[src/common/dma_pkg.sv]
// Shared sizes, request and command structs, opcodes and controller states for the DMA engine
`default_nettype none

package dma_pkg;

  //////////////////////////////////////////////////
  // Table and memory sizes
  //////////////////////////////////////////////////

  // Number of request table entries
  localparam int dma_entries = 4;
  // Entry index width
  localparam int dma_ptr_w   = $clog2(dma_entries);
  // Word address, 256 words of local memory
  localparam int dma_addr_w  = 8;
  // Transfer length in words
  localparam int dma_size_w  = 8;
  // Memory word width
  localparam int dma_data_w  = 32;

  //////////////////////////////////////////////////
  // Request and command formats
  //////////////////////////////////////////////////

  // One table entry, 25 bits
  // dir 0 copies laddr -> raddr, dir 1 copies raddr -> laddr
  typedef struct packed {
    logic [dma_addr_w-1:0] laddr;
    logic [dma_addr_w-1:0] raddr;
    logic [dma_size_w-1:0] size;
    logic                  dir;
  } dma_req_t;

  // Field select, a set bit lets that field be overwritten
  typedef struct packed {
    logic laddr;
    logic raddr;
    logic size;
    logic dir;
  } dma_sel_t;

  // Host command opcodes
  typedef enum logic [1:0] {
    op_write,
    op_start,
    op_cancel,
    op_ack
  } dma_op_e;

  // Host command word
  typedef struct packed {
    dma_op_e                op;
    logic [dma_ptr_w-1:0]   pos;
    dma_sel_t               sel;
    dma_req_t               req;
  } dma_cmd_t;

  // Memory access, shared by engine and host ports
  typedef struct packed {
    logic                  we;
    logic [dma_addr_w-1:0] addr;
    logic [dma_data_w-1:0] wdata;
  } mem_req_t;

  // Copy engine FSM
  typedef enum logic [2:0] {
    st_idle,
    st_load,
    st_read,
    st_write,
    st_finish
  } dma_state_e;

endpackage

`default_nettype wire

[src/dma_table/dma_transfer_table.sv]
// Request table with field-masked writes and per-entry valid, done and interrupt status
`default_nettype none

module dma_transfer_table
  import dma_pkg::*;
(
  input  wire logic                   clk,
  input  wire logic                   rst,

  // Host side, from the command decoder
  input  wire logic                   wr_en,
  input  wire logic [dma_ptr_w-1:0]   wr_pos,
  input  wire dma_sel_t               wr_sel,
  input  wire dma_req_t               wr_req,
  input  wire logic                   valid_en,
  input  wire logic [dma_ptr_w-1:0]   valid_pos,
  input  wire logic                   valid_set,
  input  wire logic                   ack_en,

  // Controller side
  input  wire logic [dma_ptr_w-1:0]   read_pos,
  output dma_req_t                    read_req,
  input  wire logic                   done_en,
  input  wire logic [dma_ptr_w-1:0]   done_pos,

  // Status
  output logic      [dma_entries-1:0] pending,
  output logic      [dma_entries-1:0] irq
);

  // Request storage
  dma_req_t req_mem [dma_entries];

  // Per-entry status bits
  logic [dma_entries-1:0] entry_valid;
  logic [dma_entries-1:0] entry_done;

  // Bit mask expanded from the field select
  dma_req_t wr_mask;

  always_comb begin
    wr_mask.laddr = {dma_addr_w{wr_sel.laddr}};
    wr_mask.raddr = {dma_addr_w{wr_sel.raddr}};
    wr_mask.size  = {dma_size_w{wr_sel.size}};
    wr_mask.dir   = wr_sel.dir;
  end

  //////////////////////////////////////////////////
  // Storage update
  //////////////////////////////////////////////////

  // Unselected fields keep their old value
  always_ff @(posedge clk) begin
    if (wr_en) begin
      req_mem[wr_pos] <= (req_mem[wr_pos] & ~wr_mask) | (wr_req & wr_mask);
    end
  end

  //////////////////////////////////////////////////
  // Status update
  //////////////////////////////////////////////////

  // Priority: start/cancel, then ack, then done from the engine
  always_ff @(posedge clk) begin
    if (rst) begin
      entry_valid <= '0;
      entry_done  <= '0;
    end else begin
      for (int i = 0; i < dma_entries; i++) begin
        if (valid_en && valid_pos == dma_ptr_w'(i)) begin
          entry_valid[i] <= valid_set;
          entry_done[i]  <= 1'b0;
        end else if (ack_en && valid_pos == dma_ptr_w'(i) && entry_done[i]) begin
          // Ack only releases a finished entry
          entry_valid[i] <= 1'b0;
          entry_done[i]  <= 1'b0;
        end else if (done_en && done_pos == dma_ptr_w'(i)) begin
          entry_done[i]  <= 1'b1;
        end
      end
    end
  end

  // Combinational lookup for the controller
  assign read_req = req_mem[read_pos];

  // Started but not yet copied
  assign pending = entry_valid & ~entry_done;
  // Held until the host acks or cancels
  assign irq     = entry_valid & entry_done;

endmodule

`default_nettype wire

[config.mk]
export PLATFORM = sky130hd
export DESIGN_NAME = dma_transfer_table
export DESIGN_NICKNAME = d
export VERILOG_FILES = /design/src/common/dma_pkg.sv /design/src/dma_table/dma_transfer_table.sv
export SDC_FILE = /design/constraint.sdc
export NUM_CORES = 1
export LEC_CHECK = 0
export BUFFER_PORTS_ARGS = -buffer_cell sky130_fd_sc_hd__buf_2
export CORE_MARGIN = 3
export CORE_UTILIZATION = 57
export DETAILED_ROUTE_END_ITERATION = 8
export GPL_TIMING_DRIVEN = 1
export PLACE_DENSITY = 0.8
export SLEW_MARGIN = 20
export SYNTH_ARGS = -nofsm -noshare
export SYNTH_HDL_FRONTEND = slang
export SYNTH_SLANG_ARGS = --single-unit
[constraint.sdc]
create_clock -name clk -period 4.2 [get_ports clk]
set_input_delay 0.63 -clock clk [delete_from_list [all_inputs] [get_ports clk]]
set_output_delay 0.63 -clock clk [all_outputs]
set_load 0.005 [all_outputs]
==> flow_metrics.py <==
metrics = {
    "drt": {
        "routedWlPerCell_um": 21.5,
        "drt.antenna.violating_nets": 0,
        "wl_um": 10400,
        "drt-initial-drc-count": 117,
        "drc": 0,
        "vias": 3052,
        "dr.pass1.iters": 7,
        "avgViaCountPerCell": 6.31,
    },
    "clock_tree": {
        "cts_max_level": 3,
        "clk_path_buf_depth": 2,
        "cts_resized": 0,
        "cts_setup_buffers": 0,
        "cts_hold_buf": 0,
        "clock_latency_ns": 0.37,
        "numCtsBuffers": 9,
        "cts_root_buffer": "clkbuf_8",
        "clkSinkCount": 108,
        "clk_pin_slew_worst_paths_ns": 0.10,
        "cts_tree": "yes",
    },
    "finish": {
        "multiInputGateArea_mm2": 0.00176,
        "fillerInstances": 604,
        "seqCellArea_mm2": 0.00316,
        "nets": 418,
        "diodes": 0,
        "fin_util": 0.672,
        "syn_to_final_growth_pct": 11.7,
        "drive_above_1_share": 0.385,
    },
    "critical_path": {
        "startpoint_type": "primary input",
        "crit_fanout": 25,
        "crit_type": "in2out",
        "critPathRequiredTime_ns": 3.57,
        "arrival_ns": 2.10,
        "end_kind": "output pin",
    },
    "global_routing": {
        "overflow": 0,
        "busiest_layer": "met2",
        "grt_pass1_vias": 3186,
        "grt_util_met2": 0.354,
        "met3_usage": 0.0285,
        "gr-usage-all-layers": 0.215,
        "grt_antenna_before_repair": 0,
        "grt.met1_usage": 0.298,
        "grt_max_degree": 34,
        "grt_pass1_wl_um": 16400,
    },
    "timing": {
        "finalMaxSlewViolations": 0,
        "finalCritPeriodShare": 0.651,
        "fin_crit_ns": 2.73,
        "fin_skew_ns": 0.0109,
        "tns_ns": 0,
        "max_freq_mhz": 366,
        "relSlewSlack": 0.380,
        "setup_viol": 0,
        "worst_pin_slew_ns": 0.930,
        "grt_setup_unrepaired": "false",
        "fin_ws_ns": 1.47,
        "finalHoldViolations": 0,
    },
    "yosys": {
        "ys_ff_latch": 108,
        "yosysSeqAreaShare": 0.624,
        "synth_top_family_by_area": "multiplexers",
        "synth_mux_area_frac": 0.219,
        "ys_types": 30,
        "synthSimpleGateAreaFrac": 0.0578,
        "synthAdderAreaFrac": 0,
        "synth_compound_area_frac": 0.0681,
        "synth.net_count": 351,
        "synthXorXnorAreaFrac": 0,
        "netlist_instances": 307,
        "netlist_area_mm2": 0.00507,
        "syn_avg_cell_area_um2": 16.5,
        "yosys_warnings": 0,
    },
    "floorplanning": {
        "start_util": 0.602,
        "coreArea_mm2": 0.00842,
        "die_area_mm2": 0.0101,
        "rows": 33,
        "io_pins": 77,
        "die_w_um": 100,
        "die_h_um": 100,
    },
    "pwr": {
        "static-leakage-power_nw": 2.06,
        "p_per_area_mw_per_mm2": 361,
        "ir_drop_v": 0.000245,
    },
    "placement": {
        "dp_hpwl_um": 6610,
        "place_ws_ns": 1.35,
        "place_congestion": 0.762,
        "port_buffers": 76,
    },
    "run": {
        "cap_violations": 0,
    },
    "run_status": {
        "status": "completed",
    },
    "min_path": {
        "hold_class": "reg2reg",
    },
}
synth_stat cells (all sizes together):
cell	instances	share of area
edfxtp	100	0.59
nor3	29	0.029
mux2i	25	0.049
mux4	25	0.11
a221o	23	0.045
mux2	23	0.059
buf	15	0.018
clkbuf	10	0.0077
dfxtp	8	0.032
inv	7	0.0052
nor2b	7	0.0086
nor2	6	0.0044
a21oi	4	0.0039
a31oi	4	0.0049
and2	4	0.0049
o32ai	4	0.0069
nand2b	3	0.0037
a2111oi	2	0.0035
nand2	2	0.0015
a221oi	1	0.0017
a311oi	1	0.0017
and3	1	0.0012
and3b	1	0.0017
nand3b	1	0.0015
nor3b	1	0.0015
kinds of logic (layout without fill, tap and decap cells):
logic type / after synthesis / after routing
AO/OA/AOI/OAI: 39 / 39
buffers and inverters: 32 / 104
flip-flops: 108 / 108
multiplexers: 73 / 73
AND/OR/NAND/NOR: 55 / 55
area by class of cell:
class,count,share of cell area
sequential,108,0.559
multi-input combinational,167,0.310
timing repair buffer,81,0.0738
tap,105,0.0232
clock buffer,10,0.0225
clock inverter,6,0.00729
inverter,7,0.00464
worst max-delay path, cell delays in order:
cell    delay, ns
buf_2        0.70
mux4_2       0.62
buf_2        0.14
layout by cell type (no fill, tap or decap), drive strengths merged, types with 3 or more instances in the layout:
cell type and n:
a21oi 4, a221o 23, a31oi 4, and2 4, buf 81, clkbuf 10, clkinv 3, clkinvlp 3
dfxtp 8, edfxtp 100, inv 7, mux2 23, mux2i 25, mux4 25, nand2b 3, nor2 6
nor2b 7, nor3 29, o32ai 4
per-layer routing:
| layer | share of wire | wire (µm) |
|---|---|---|
| met1 | 0.42 | 4420 |
| met2 | 0.51 | 5330 |
| met3 | 0.055 | 574 |
| met4 | 0.0090 | 94 |
| met5 | 0 | 0 |
sequential cells by signal, indices dropped and copies added, names as in the netlist:
signal and cells:
entry_valid 4, entry_done 4, req_mem 100
where the power goes:
part / internal, mW / total (mW) / switching [mW]
Clock: 0.215 / 0.560 / 0.345
Sequential: 1.23 / 1.25 / 0.0184
Combinational: 0.114 / 0.239 / 0.125
per-stage QoR:
stage | hold slack [ns] | instances | total power [mW] | cell area [µm²]
global route | 0.511 | 484 | 2.13 | 5660
finish | 0.499 | 484 | 2.05 | 5660
floorplan | 0.458 | 307 | 1.43 | 5070
global placement | 0.470 | 468 | 1.50 | 5490
detailed placement | 0.484 | 468 | 1.51 | 5490
CTS | 0.501 | 484 | 2.06 | 5660
final timing paths:
kind                            slack, ns                   startpoint                          end  cells past startpoint
worst max-delay path                 1.47                  read_pos[0]                 read_req[15]                      3
worst min-delay path                 0.50  entry_valid[0]$_SDFFE_PP0P_  entry_valid[0]$_SDFFE_PP0P_                      2
worst max register to register       2.79     req_mem[0][24]$_DFFE_PP_     req_mem[0][24]$_DFFE_PP_                      3
worst min register to register       0.50  entry_valid[0]$_SDFFE_PP0P_  entry_valid[0]$_SDFFE_PP0P_                      2
No activity file was read; power rests on OpenSTA's default activity.
