===== src/common/dma_pkg.sv =====
// Shared sizes, request and command structs, opcodes and controller states for the DMA engine
`default_nettype none

package dma_pkg;

  //////////////////////////////////////////////////
  // Table and memory sizes
  //////////////////////////////////////////////////

  // Number of request table entries
  localparam int dma_entries = 4;
  // Entry index width
  localparam int dma_ptr_w   = $clog2(dma_entries);
  // Word address, 256 words of local memory
  localparam int dma_addr_w  = 8;
  // Transfer length in words
  localparam int dma_size_w  = 8;
  // Memory word width
  localparam int dma_data_w  = 32;

  //////////////////////////////////////////////////
  // Request and command formats
  //////////////////////////////////////////////////

  // One table entry, 25 bits
  // dir 0 copies laddr -> raddr, dir 1 copies raddr -> laddr
  typedef struct packed {
    logic [dma_addr_w-1:0] laddr;
    logic [dma_addr_w-1:0] raddr;
    logic [dma_size_w-1:0] size;
    logic                  dir;
  } dma_req_t;

  // Field select, a set bit lets that field be overwritten
  typedef struct packed {
    logic laddr;
    logic raddr;
    logic size;
    logic dir;
  } dma_sel_t;

  // Host command opcodes
  typedef enum logic [1:0] {
    op_write,
    op_start,
    op_cancel,
    op_ack
  } dma_op_e;

  // Host command word
  typedef struct packed {
    dma_op_e                op;
    logic [dma_ptr_w-1:0]   pos;
    dma_sel_t               sel;
    dma_req_t               req;
  } dma_cmd_t;

  // Memory access, shared by engine and host ports
  typedef struct packed {
    logic                  we;
    logic [dma_addr_w-1:0] addr;
    logic [dma_data_w-1:0] wdata;
  } mem_req_t;

  // Copy engine FSM
  typedef enum logic [2:0] {
    st_idle,
    st_load,
    st_read,
    st_write,
    st_finish
  } dma_state_e;

endpackage

`default_nettype wire


===== src/hdl/dma_ctrl.sv =====
// Round-robin entry scheduler and word-copy FSM driving the engine memory port
`default_nettype none

module dma_ctrl
  import dma_pkg::*;
(
  input  wire logic                   clk,
  input  wire logic                   rst,

  // Table interface
  input  wire logic [dma_entries-1:0] pending,
  input  wire dma_req_t               read_req,
  output logic      [dma_ptr_w-1:0]   read_pos,
  output logic                        done_en,
  output logic      [dma_ptr_w-1:0]   done_pos,

  // Engine memory port
  output logic                        eng_valid,
  output mem_req_t                    eng_req,
  input  wire logic [dma_data_w-1:0]  eng_rdata
);

  dma_state_e state;

  // Entry being served and last one finished
  logic [dma_ptr_w-1:0]  cur_pos;
  logic [dma_ptr_w-1:0]  last_pos;
  logic [dma_ptr_w-1:0]  next_pos;

  // Latched request and word counter
  dma_req_t              req_q;
  logic [dma_size_w-1:0] cnt;

  // Copy addresses for the current word
  logic [dma_addr_w-1:0] src_addr;
  logic [dma_addr_w-1:0] dst_addr;

  //////////////////////////////////////////////////
  // Round-robin pick
  //////////////////////////////////////////////////

  // Scan from far to near so the entry right after last wins
  function automatic logic [dma_ptr_w-1:0] rr_pick(
    input logic [dma_entries-1:0] req,
    input logic [dma_ptr_w-1:0]   last
  );
    logic [dma_ptr_w-1:0] idx;
    logic [dma_ptr_w-1:0] pick;
    pick = last;
    for (int k = dma_entries; k >= 1; k--) begin
      idx = last + dma_ptr_w'(k);
      if (req[idx]) pick = idx;
    end
    return pick;
  endfunction

  assign next_pos = rr_pick(pending, last_pos);

  //////////////////////////////////////////////////
  // Copy FSM
  //////////////////////////////////////////////////

  always_ff @(posedge clk) begin
    if (rst) begin
      state    <= st_idle;
      cur_pos  <= '0;
      last_pos <= {dma_ptr_w{1'b1}};
      cnt      <= '0;
    end else begin
      unique case (state)
        st_idle: begin
          if (|pending) begin
            cur_pos <= next_pos;
            state   <= st_load;
          end
        end
        st_load: begin
          // Zero length goes straight to completion
          cnt   <= '0;
          state <= (read_req.size == '0) ? st_finish : st_read;
        end
        st_read: begin
          state <= st_write;
        end
        st_write: begin
          cnt   <= cnt + 1'b1;
          state <= (cnt + 1'b1 == req_q.size) ? st_finish : st_read;
        end
        st_finish: begin
          last_pos <= cur_pos;
          state    <= st_idle;
        end
        default: state <= st_idle;
      endcase
    end
  end

  // Request snapshot, later host writes do not disturb a running copy
  always_ff @(posedge clk) begin
    if (state == st_load) begin
      req_q <= read_req;
    end
  end

  // Direction picks source and destination, 8-bit sum wraps at memory size
  assign src_addr = (req_q.dir ? req_q.raddr : req_q.laddr) + cnt;
  assign dst_addr = (req_q.dir ? req_q.laddr : req_q.raddr) + cnt;

  //////////////////////////////////////////////////
  // Outputs
  //////////////////////////////////////////////////

  assign read_pos = cur_pos;
  assign done_pos = cur_pos;
  assign done_en  = (state == st_finish);

  // Read in st_read, write back the returned word in st_write
  always_comb begin
    eng_valid     = 1'b0;
    eng_req.we    = 1'b0;
    eng_req.addr  = src_addr;
    eng_req.wdata = eng_rdata;
    if (state == st_read) begin
      eng_valid = 1'b1;
    end else if (state == st_write) begin
      eng_valid    = 1'b1;
      eng_req.we   = 1'b1;
      eng_req.addr = dst_addr;
    end
  end

endmodule

`default_nettype wire


===== config.mk =====
export PLATFORM = sky130hd
export DESIGN_NAME = dma_ctrl
export DESIGN_NICKNAME = d
export VERILOG_FILES = /design/src/common/dma_pkg.sv /design/src/hdl/dma_ctrl.sv
export SDC_FILE = /design/constraint.sdc
export NUM_CORES = 1
export LEC_CHECK = 0
export BUFFER_PORTS_ARGS = -buffer_cell sky130_fd_sc_hd__buf_4
export CORE_MARGIN = 2
export CORE_UTILIZATION = 40
export CTS_CLUSTER_DIAMETER = 40
export DETAILED_ROUTE_END_ITERATION = 10
export GPL_TIMING_DRIVEN = 0
export PLACE_DENSITY_LB_ADDON = 0.25
export REMOVE_ABC_BUFFERS = 1
export SYNTH_ARGS = -nofsm -noshare
export SYNTH_HDL_FRONTEND = slang
export SYNTH_SLANG_ARGS = --single-unit

===== constraint.sdc =====
create_clock -name clk -period 3.76 [get_ports clk]
set_clock_uncertainty 0.15 [all_clocks]
set_input_delay 0.188 -clock clk [delete_from_list [all_inputs] [get_ports clk]]
set_output_delay 0.188 -clock clk [all_outputs]
set_load 0.02 [all_outputs]

==> results of run 1 <==
==> timing repair <==
item / in CTS / in global routing
setup endpoints to repair: 0 / 2
buffers inserted: 0 / 5
hold buffers: 25 / 0
hold endpoints to repair: 25 / 0
==> where the power goes <==
part	leakage (µW)	total (µW)	switching [µW]	internal [µW]
clock network	0.0000422	283	152	130
logic	0.000969	214	103	111
registers	0.000356	507	15.6	491
total	0.00137	1000	270	733
==> final cells by class <==
type | count | area share
clock buffer | 7 | 0.02284
clock inverter | 1 | 0.001498
inverter | 10 | 0.01123
multi-input combinational | 193 | 0.4148
sequential | 40 | 0.3145
tap | 96 | 0.03594
timing repair buffer | 76 | 0.1992
==> worst paths after layout <==
| check | start | endpoint | slack (ns) | depth (start not counted) |
|---|---|---|---|---|
| setup / recovery | req_q[0] | eng_req[39] | 0.47 | 10 |
| setup reg to reg | cnt[1] | state[1] | 1.50 | 7 |
| hold / removal | rst | cnt[7] | 0.03 | 2 |
| hold reg to reg | done_pos[1] | done_pos[1] | 0.36 | 2 |
==> cell families after synthesis <==
logic type	after synthesis	share of synthesized area
multiplexers	22	0.08482
XOR/XNOR	20	0.06250
AND/OR/NAND/NOR	74	0.1263
AO/OA/AOI/OAI	60	0.1388
adder cells (fa/ha/maj)	17	0.08125
buffers and inverters	59	0.1312
flip-flops	40	0.3750
==> critical path: stages, from the launching register on <==
cell and delay [ns]:
edfxtp_1 0.42, buf_12 0.17, buf_4 0.13, mux2_2 0.26, ha_1 0.32, nor2b_1 0.17
a311o_1 0.39, a31oi_1 0.30, mux2i_1 0.23, nand3_1 0.09, buf_4 0.17
==> per-layer routing <==
metal / up-vias / GRT usage / wire length [µm]
met5: - / 0.02597 / 0
met4: 0 / 0.04196 / 68
met3: 7 / 0.09048 / 599
met2: 80 / 0.2610 / 2886
met1: 1024 / 0.2240 / 3138
li1: 1086 / - / -
==> flip-flops by register name, indices dropped and copies added (netlist names) <==
name / cells
cnt: 8
done_pos: 2
state: 3
req_q: 25
last_pos: 2
==> synth_stat cells, types with 6 or more instances <==
library cell	instances	area (µm²)
o21ai_0	10	50.05
nand3_1	9	45.04
nor3_1	7	35.03
a21oi_1	21	105.1
ha_1	15	187.7
clkbuf_1	8	30.03
nand2_1	15	56.30
xnor2_1	11	96.34
edfxtp_1	25	750.7
dfxtp_1	15	300.3
inv_1	9	33.78
nor2_1	22	82.58
mux2_2	14	157.7
xor2_1	9	78.83
nor4_1	6	37.54
buf_4	36	270.3
mux2i_1	8	80.08
==> through the flow <==
stage / power [µW] / instance area (µm²) / utilization
3_5_place_dp: 705.6 / 2960 / 0.4357
2_1_floorplan: 621.4 / 2472 / -
4_1_cts: 1007 / 3292 / 0.4845
3_3_place_gp: 695.7 / 2930 / 0.4313
5_1_grt: 1055 / 3342 / 0.4919
6_report: 1003 / 3342 / 0.4919
==> impl_metrics.tcl, run 1 <==
set metrics [dict create \
    outcome "completed" \
    drive_above_1_share 0.2202 \
    grt_pass1_wl_um 10080 \
    hpwl_um 4867 \
    ff_latch_area_mm2 0.001051 \
    hp-class "primary input to flip-flop" \
    cts_buffer_depth 2 \
    die_h_um 87.71 \
    grt_max_degree 18 \
    relSlewSlack 0.5371 \
    ys_ff_latch 40 \
    grt_pass1_vias 2068 \
    clkTransAtPathRegs_ns 0.09 \
    hold_viol_final 0 \
    required_ns 3.42 \
    fillers 615 \
    nets 406 \
    h-tree-depth 2 \
    syn_avg_cell_area_um2 9.598 \
    yosysSeqAreaShare 0.3750 \
    drc 0 \
    yosysUniqueCellTypes 47 \
    syn_area_mm2 0.002803 \
    placed_cells 385 \
    vias 2197 \
    slew_viol_final 0 \
    globalplace.congestion 0.8325 \
    die_w_um 87.71 \
    initial_core_util 0.4125 \
    ir_worst_vdd_v 0.0002179 \
    grt_usage 0.1752 \
    yosysWarnings 0 \
    ioPinCount 110 \
    syn_to_final_growth_pct 19.24 \
    worstSetupEndpointType "output pin" \
    grt-ovfl-total 0 \
    synth-async-reset-ratio 0 \
    netlist_instances 292 \
    worst_pin_slew_ns 0.6936 \
    finalCritPeriodShare 0.8760 \
    multiInputGateArea_mm2 0.001386 \
    synth-edff-count 25 \
    dieArea_mm2 0.007692 \
    pre_cts_ws_ns 0.4695 \
    antenna_found_initial 0 \
    cts_sinks 40 \
    max_cap_viol_count 0 \
    final_cell_mix "buf_4 (49), dlygate4sd3_1 (25), edfxtp_1 (25)" \
    arrival_ns 2.96 \
    rsz0062_at_grt "false" \
    p_leak_uw 0.001367 \
    layout_commonest_cell "buf_4" \
    ant_nets 0 \
    period_needed_ns 3.294 \
    cts_tree "yes" \
    rows 30 \
    fin_ws_ns 0.4662 \
    finalNonFillerCells 423 \
    core-area_mm2 0.006794 \
    first_pass_iters 4 \
    finalSetupTns_ns 0 \
    critPathLaunchType "flip-flop" \
    setup_viol_count_final 0 \
    place.port_buffers 45 \
    path_class "flip-flop to output pin" \
    max_clock_freq_mhz 303.6 \
    routed_wl_um 6693 \
    cp_max_fo 13 \
    drtIter0Drc 55 \
    cts_made_buffers 5 \
    clk_latency_ns 0.30 \
    wire_per_inst_um 15.82 \
    cts_resized 0 \
    root_buffer "clkbuf_8" \
    viasPerCell 5.194 \
    n_antenna_cell 0 \
    synth_ff_type "edfxtp_1" \
    hold_ws_ns 0.03154 \
    powerDensity_mw_per_mm2 300.1 \
]
Power figures use the tool's default switching activity.
==> inputs of run 2 (changes only) <==
--- a/config.mk
+++ b/config.mk
@@ -6,7 +6,7 @@
 export NUM_CORES = 1
 export LEC_CHECK = 0
 export BUFFER_PORTS_ARGS = -buffer_cell sky130_fd_sc_hd__buf_4
-export CORE_MARGIN = 2
+export CORE_MARGIN = 5
 export CORE_UTILIZATION = 40
 export CTS_CLUSTER_DIAMETER = 40
 export DETAILED_ROUTE_END_ITERATION = 10
==> run 2 against run 1 <==
Compared with the run above: worst hold slack improved by 0.0035 ns; critical endpoint unchanged; clock power rose by 8.1%; clock-buffer cell count did not move; cell area fell by 0.22%; largest cell class unchanged; highest routed layer unchanged; sequential share of layout area rose by 0.071 points; combinational power fell by 2%; critical path depth rose by 1; register-to-register slack barely moved.
==> impl_metrics.tcl, run 2 (synthesized netlist as in run 1, its figures left out) <==
set metrics [dict create \
    hp-class "primary input to flip-flop" \
    worst_pin_slew_ns 0.8355 \
    fillers 635 \
    antenna_found_initial 0 \
    layout_commonest_cell "buf_4" \
    place.port_buffers 45 \
    syn_to_final_growth_pct 18.97 \
    ioPinCount 110 \
    setup_viol_count_final 0 \
    final_cell_mix "buf_4 (48), dlygate4sd3_1 (25), edfxtp_1 (25)" \
    drtIter0Drc 71 \
    outcome "completed" \
    relSlewSlack 0.4424 \
    p_leak_uw 0.001360 \
    max_clock_freq_mhz 308.5 \
    largest-register "req_q" \
    n_antenna_cell 0 \
    powerDensity_mw_per_mm2 306.7 \
    cts_buffer_depth 2 \
    grt-ovfl-total 0 \
    required_ns 3.42 \
    critPathLaunchType "flip-flop" \
    cts_tree "yes" \
    stdcell_area_mm2 0.003334 \
    path_cells "buf_12 > buf_4 > mux2_2 > ha_1 > inv_1 > nor2_1 > a311o_1 > a31oi_1 > mux2i_1 > nand3_1 > buf_4" \
    finalCritPeriodShare 0.8621 \
    clk_latency_ns 0.30 \
    vias 2146 \
    dpl_cell_area_mm2 0.002948 \
    globalplace.congestion 0.7803 \
    core-area_mm2 0.006794 \
    slowest_stage "edfxtp_1" \
    nets 405 \
    grt_max_degree 18 \
    path_class "flip-flop to output pin" \
    drive_above_1_share 0.2209 \
    reg.largest.list "req_q: 25 flops, cnt: 8 flops, state: 3 flops" \
    cts_sinks 40 \
    hpwl_um 4956 \
    wire_per_inst_um 15.84 \
    max_stage_delay_ns 0.42 \
    slew_viol_final 0 \
    rsz0062_at_grt "false" \
    root_buffer "clkbuf_8" \
    r2r_setup_slack_ns 1.51 \
    period_needed_ns 3.241 \
    clkTransAtPathRegs_ns 0.08 \
    path_delay_family "compound AO/OA/AOI/OAI gates" \
    max_cap_viol_count 0 \
    critPathMostFrequentCell "buf_4" \
    ir_worst_vdd_v 0.0001672 \
    routed_wl_um 6686 \
    initial_core_util 0.4125 \
    cts_made_buffers 5 \
    hold_viol_final 0 \
    ant_nets 0 \
    grt_pass1_wl_um 10660 \
    h-tree-depth 2 \
    cts_resized 0 \
    first_pass_iters 4 \
    drc 0 \
    worstSetupEndpointType "output pin" \
    crit_buf_inv 4 \
    largest_reg_flops 25 \
    arrival_ns 2.90 \
    grt_usage 0.1582 \
    die_h_um 93.71 \
    die_w_um 93.71 \
    cp_max_fo 10 \
    rows 30 \
    viasPerCell 5.085 \
    grt_pass1_vias 2167 \
    finalSetupTns_ns 0 \
    dieArea_mm2 0.008781 \
]
## run 2: changes by cell type in the layout (fill, tap and decap cells not counted)
| cell | previous run | this run |
|---|---|---|
| buf_8 | 0 | 1 |
| clkbuf_1 | 2 | 1 |
| clkinv_2 | 1 | 0 |
| clkinvlp_4 | 0 | 1 |
| buf_4 | 49 | 48 |
| buf_16 | 1 | 0 |
| clkbuf_8 | 5 | 6 |
## run 2: through the flow
stage | worst slack (ns) | total power (µW) | util | hold slack [ns] | std cells
CTS | 0.1208 | 1028 | 0.4845 | 0.03534 | 418
global placement | 0.4988 | 696.7 | 0.4313 | 0.2166 | 384
finish | 0.5187 | 1023 | 0.4908 | 0.03499 | 422
floorplan | 0.7455 | 621.4 | - | 0.1071 | 243
detailed placement | 0.4622 | 702.4 | 0.4339 | 0.2173 | 385
global route | 0.3414 | 1073 | 0.4908 | 0.04273 | 422
## run 2: final timing paths
check / start / end / depth (start not counted)
hold / removal: rst / cnt[7] / 2
setup reg to reg: state[2] / req_q[16] / 3
setup / recovery: req_q[0] / eng_req[39] / 11
hold reg to reg: done_pos[1] / done_pos[1] / 2
## run 2: where the power goes
part / internal, µW / total, µW / switching [µW]
sequential: 491 / 507 / 15.6
clock: 149 / 306 / 157
combinational: 108 / 210 / 102
## run 2: cell type report
type | count | area [µm²] | area share
clock inverters | 1 | 7.507 | 0.002251
inverters | 10 | 37.54 | 0.01126
repair buffers | 75 | 645.6 | 0.1936
clock buffers | 7 | 86.33 | 0.02589
flip-flops and latches | 40 | 1051 | 0.3152
multi-input cells | 193 | 1386 | 0.4158
well taps | 96 | 120.1 | 0.03602
## run 2: per-layer routing
layer  global-route usage  part of all wire
met4              0.04332             0.012
met2               0.2265              0.43
met5              0.02564                 0
met1               0.2041              0.46
met3              0.08494              0.10
## run 2: repair_timing
action | in CTS | in global routing
endpoints found under the hold margin | 25 | 0
setup endpoints to repair | 0 | 2
hold buffers | 25 | 0
setup buffers | 0 | 4
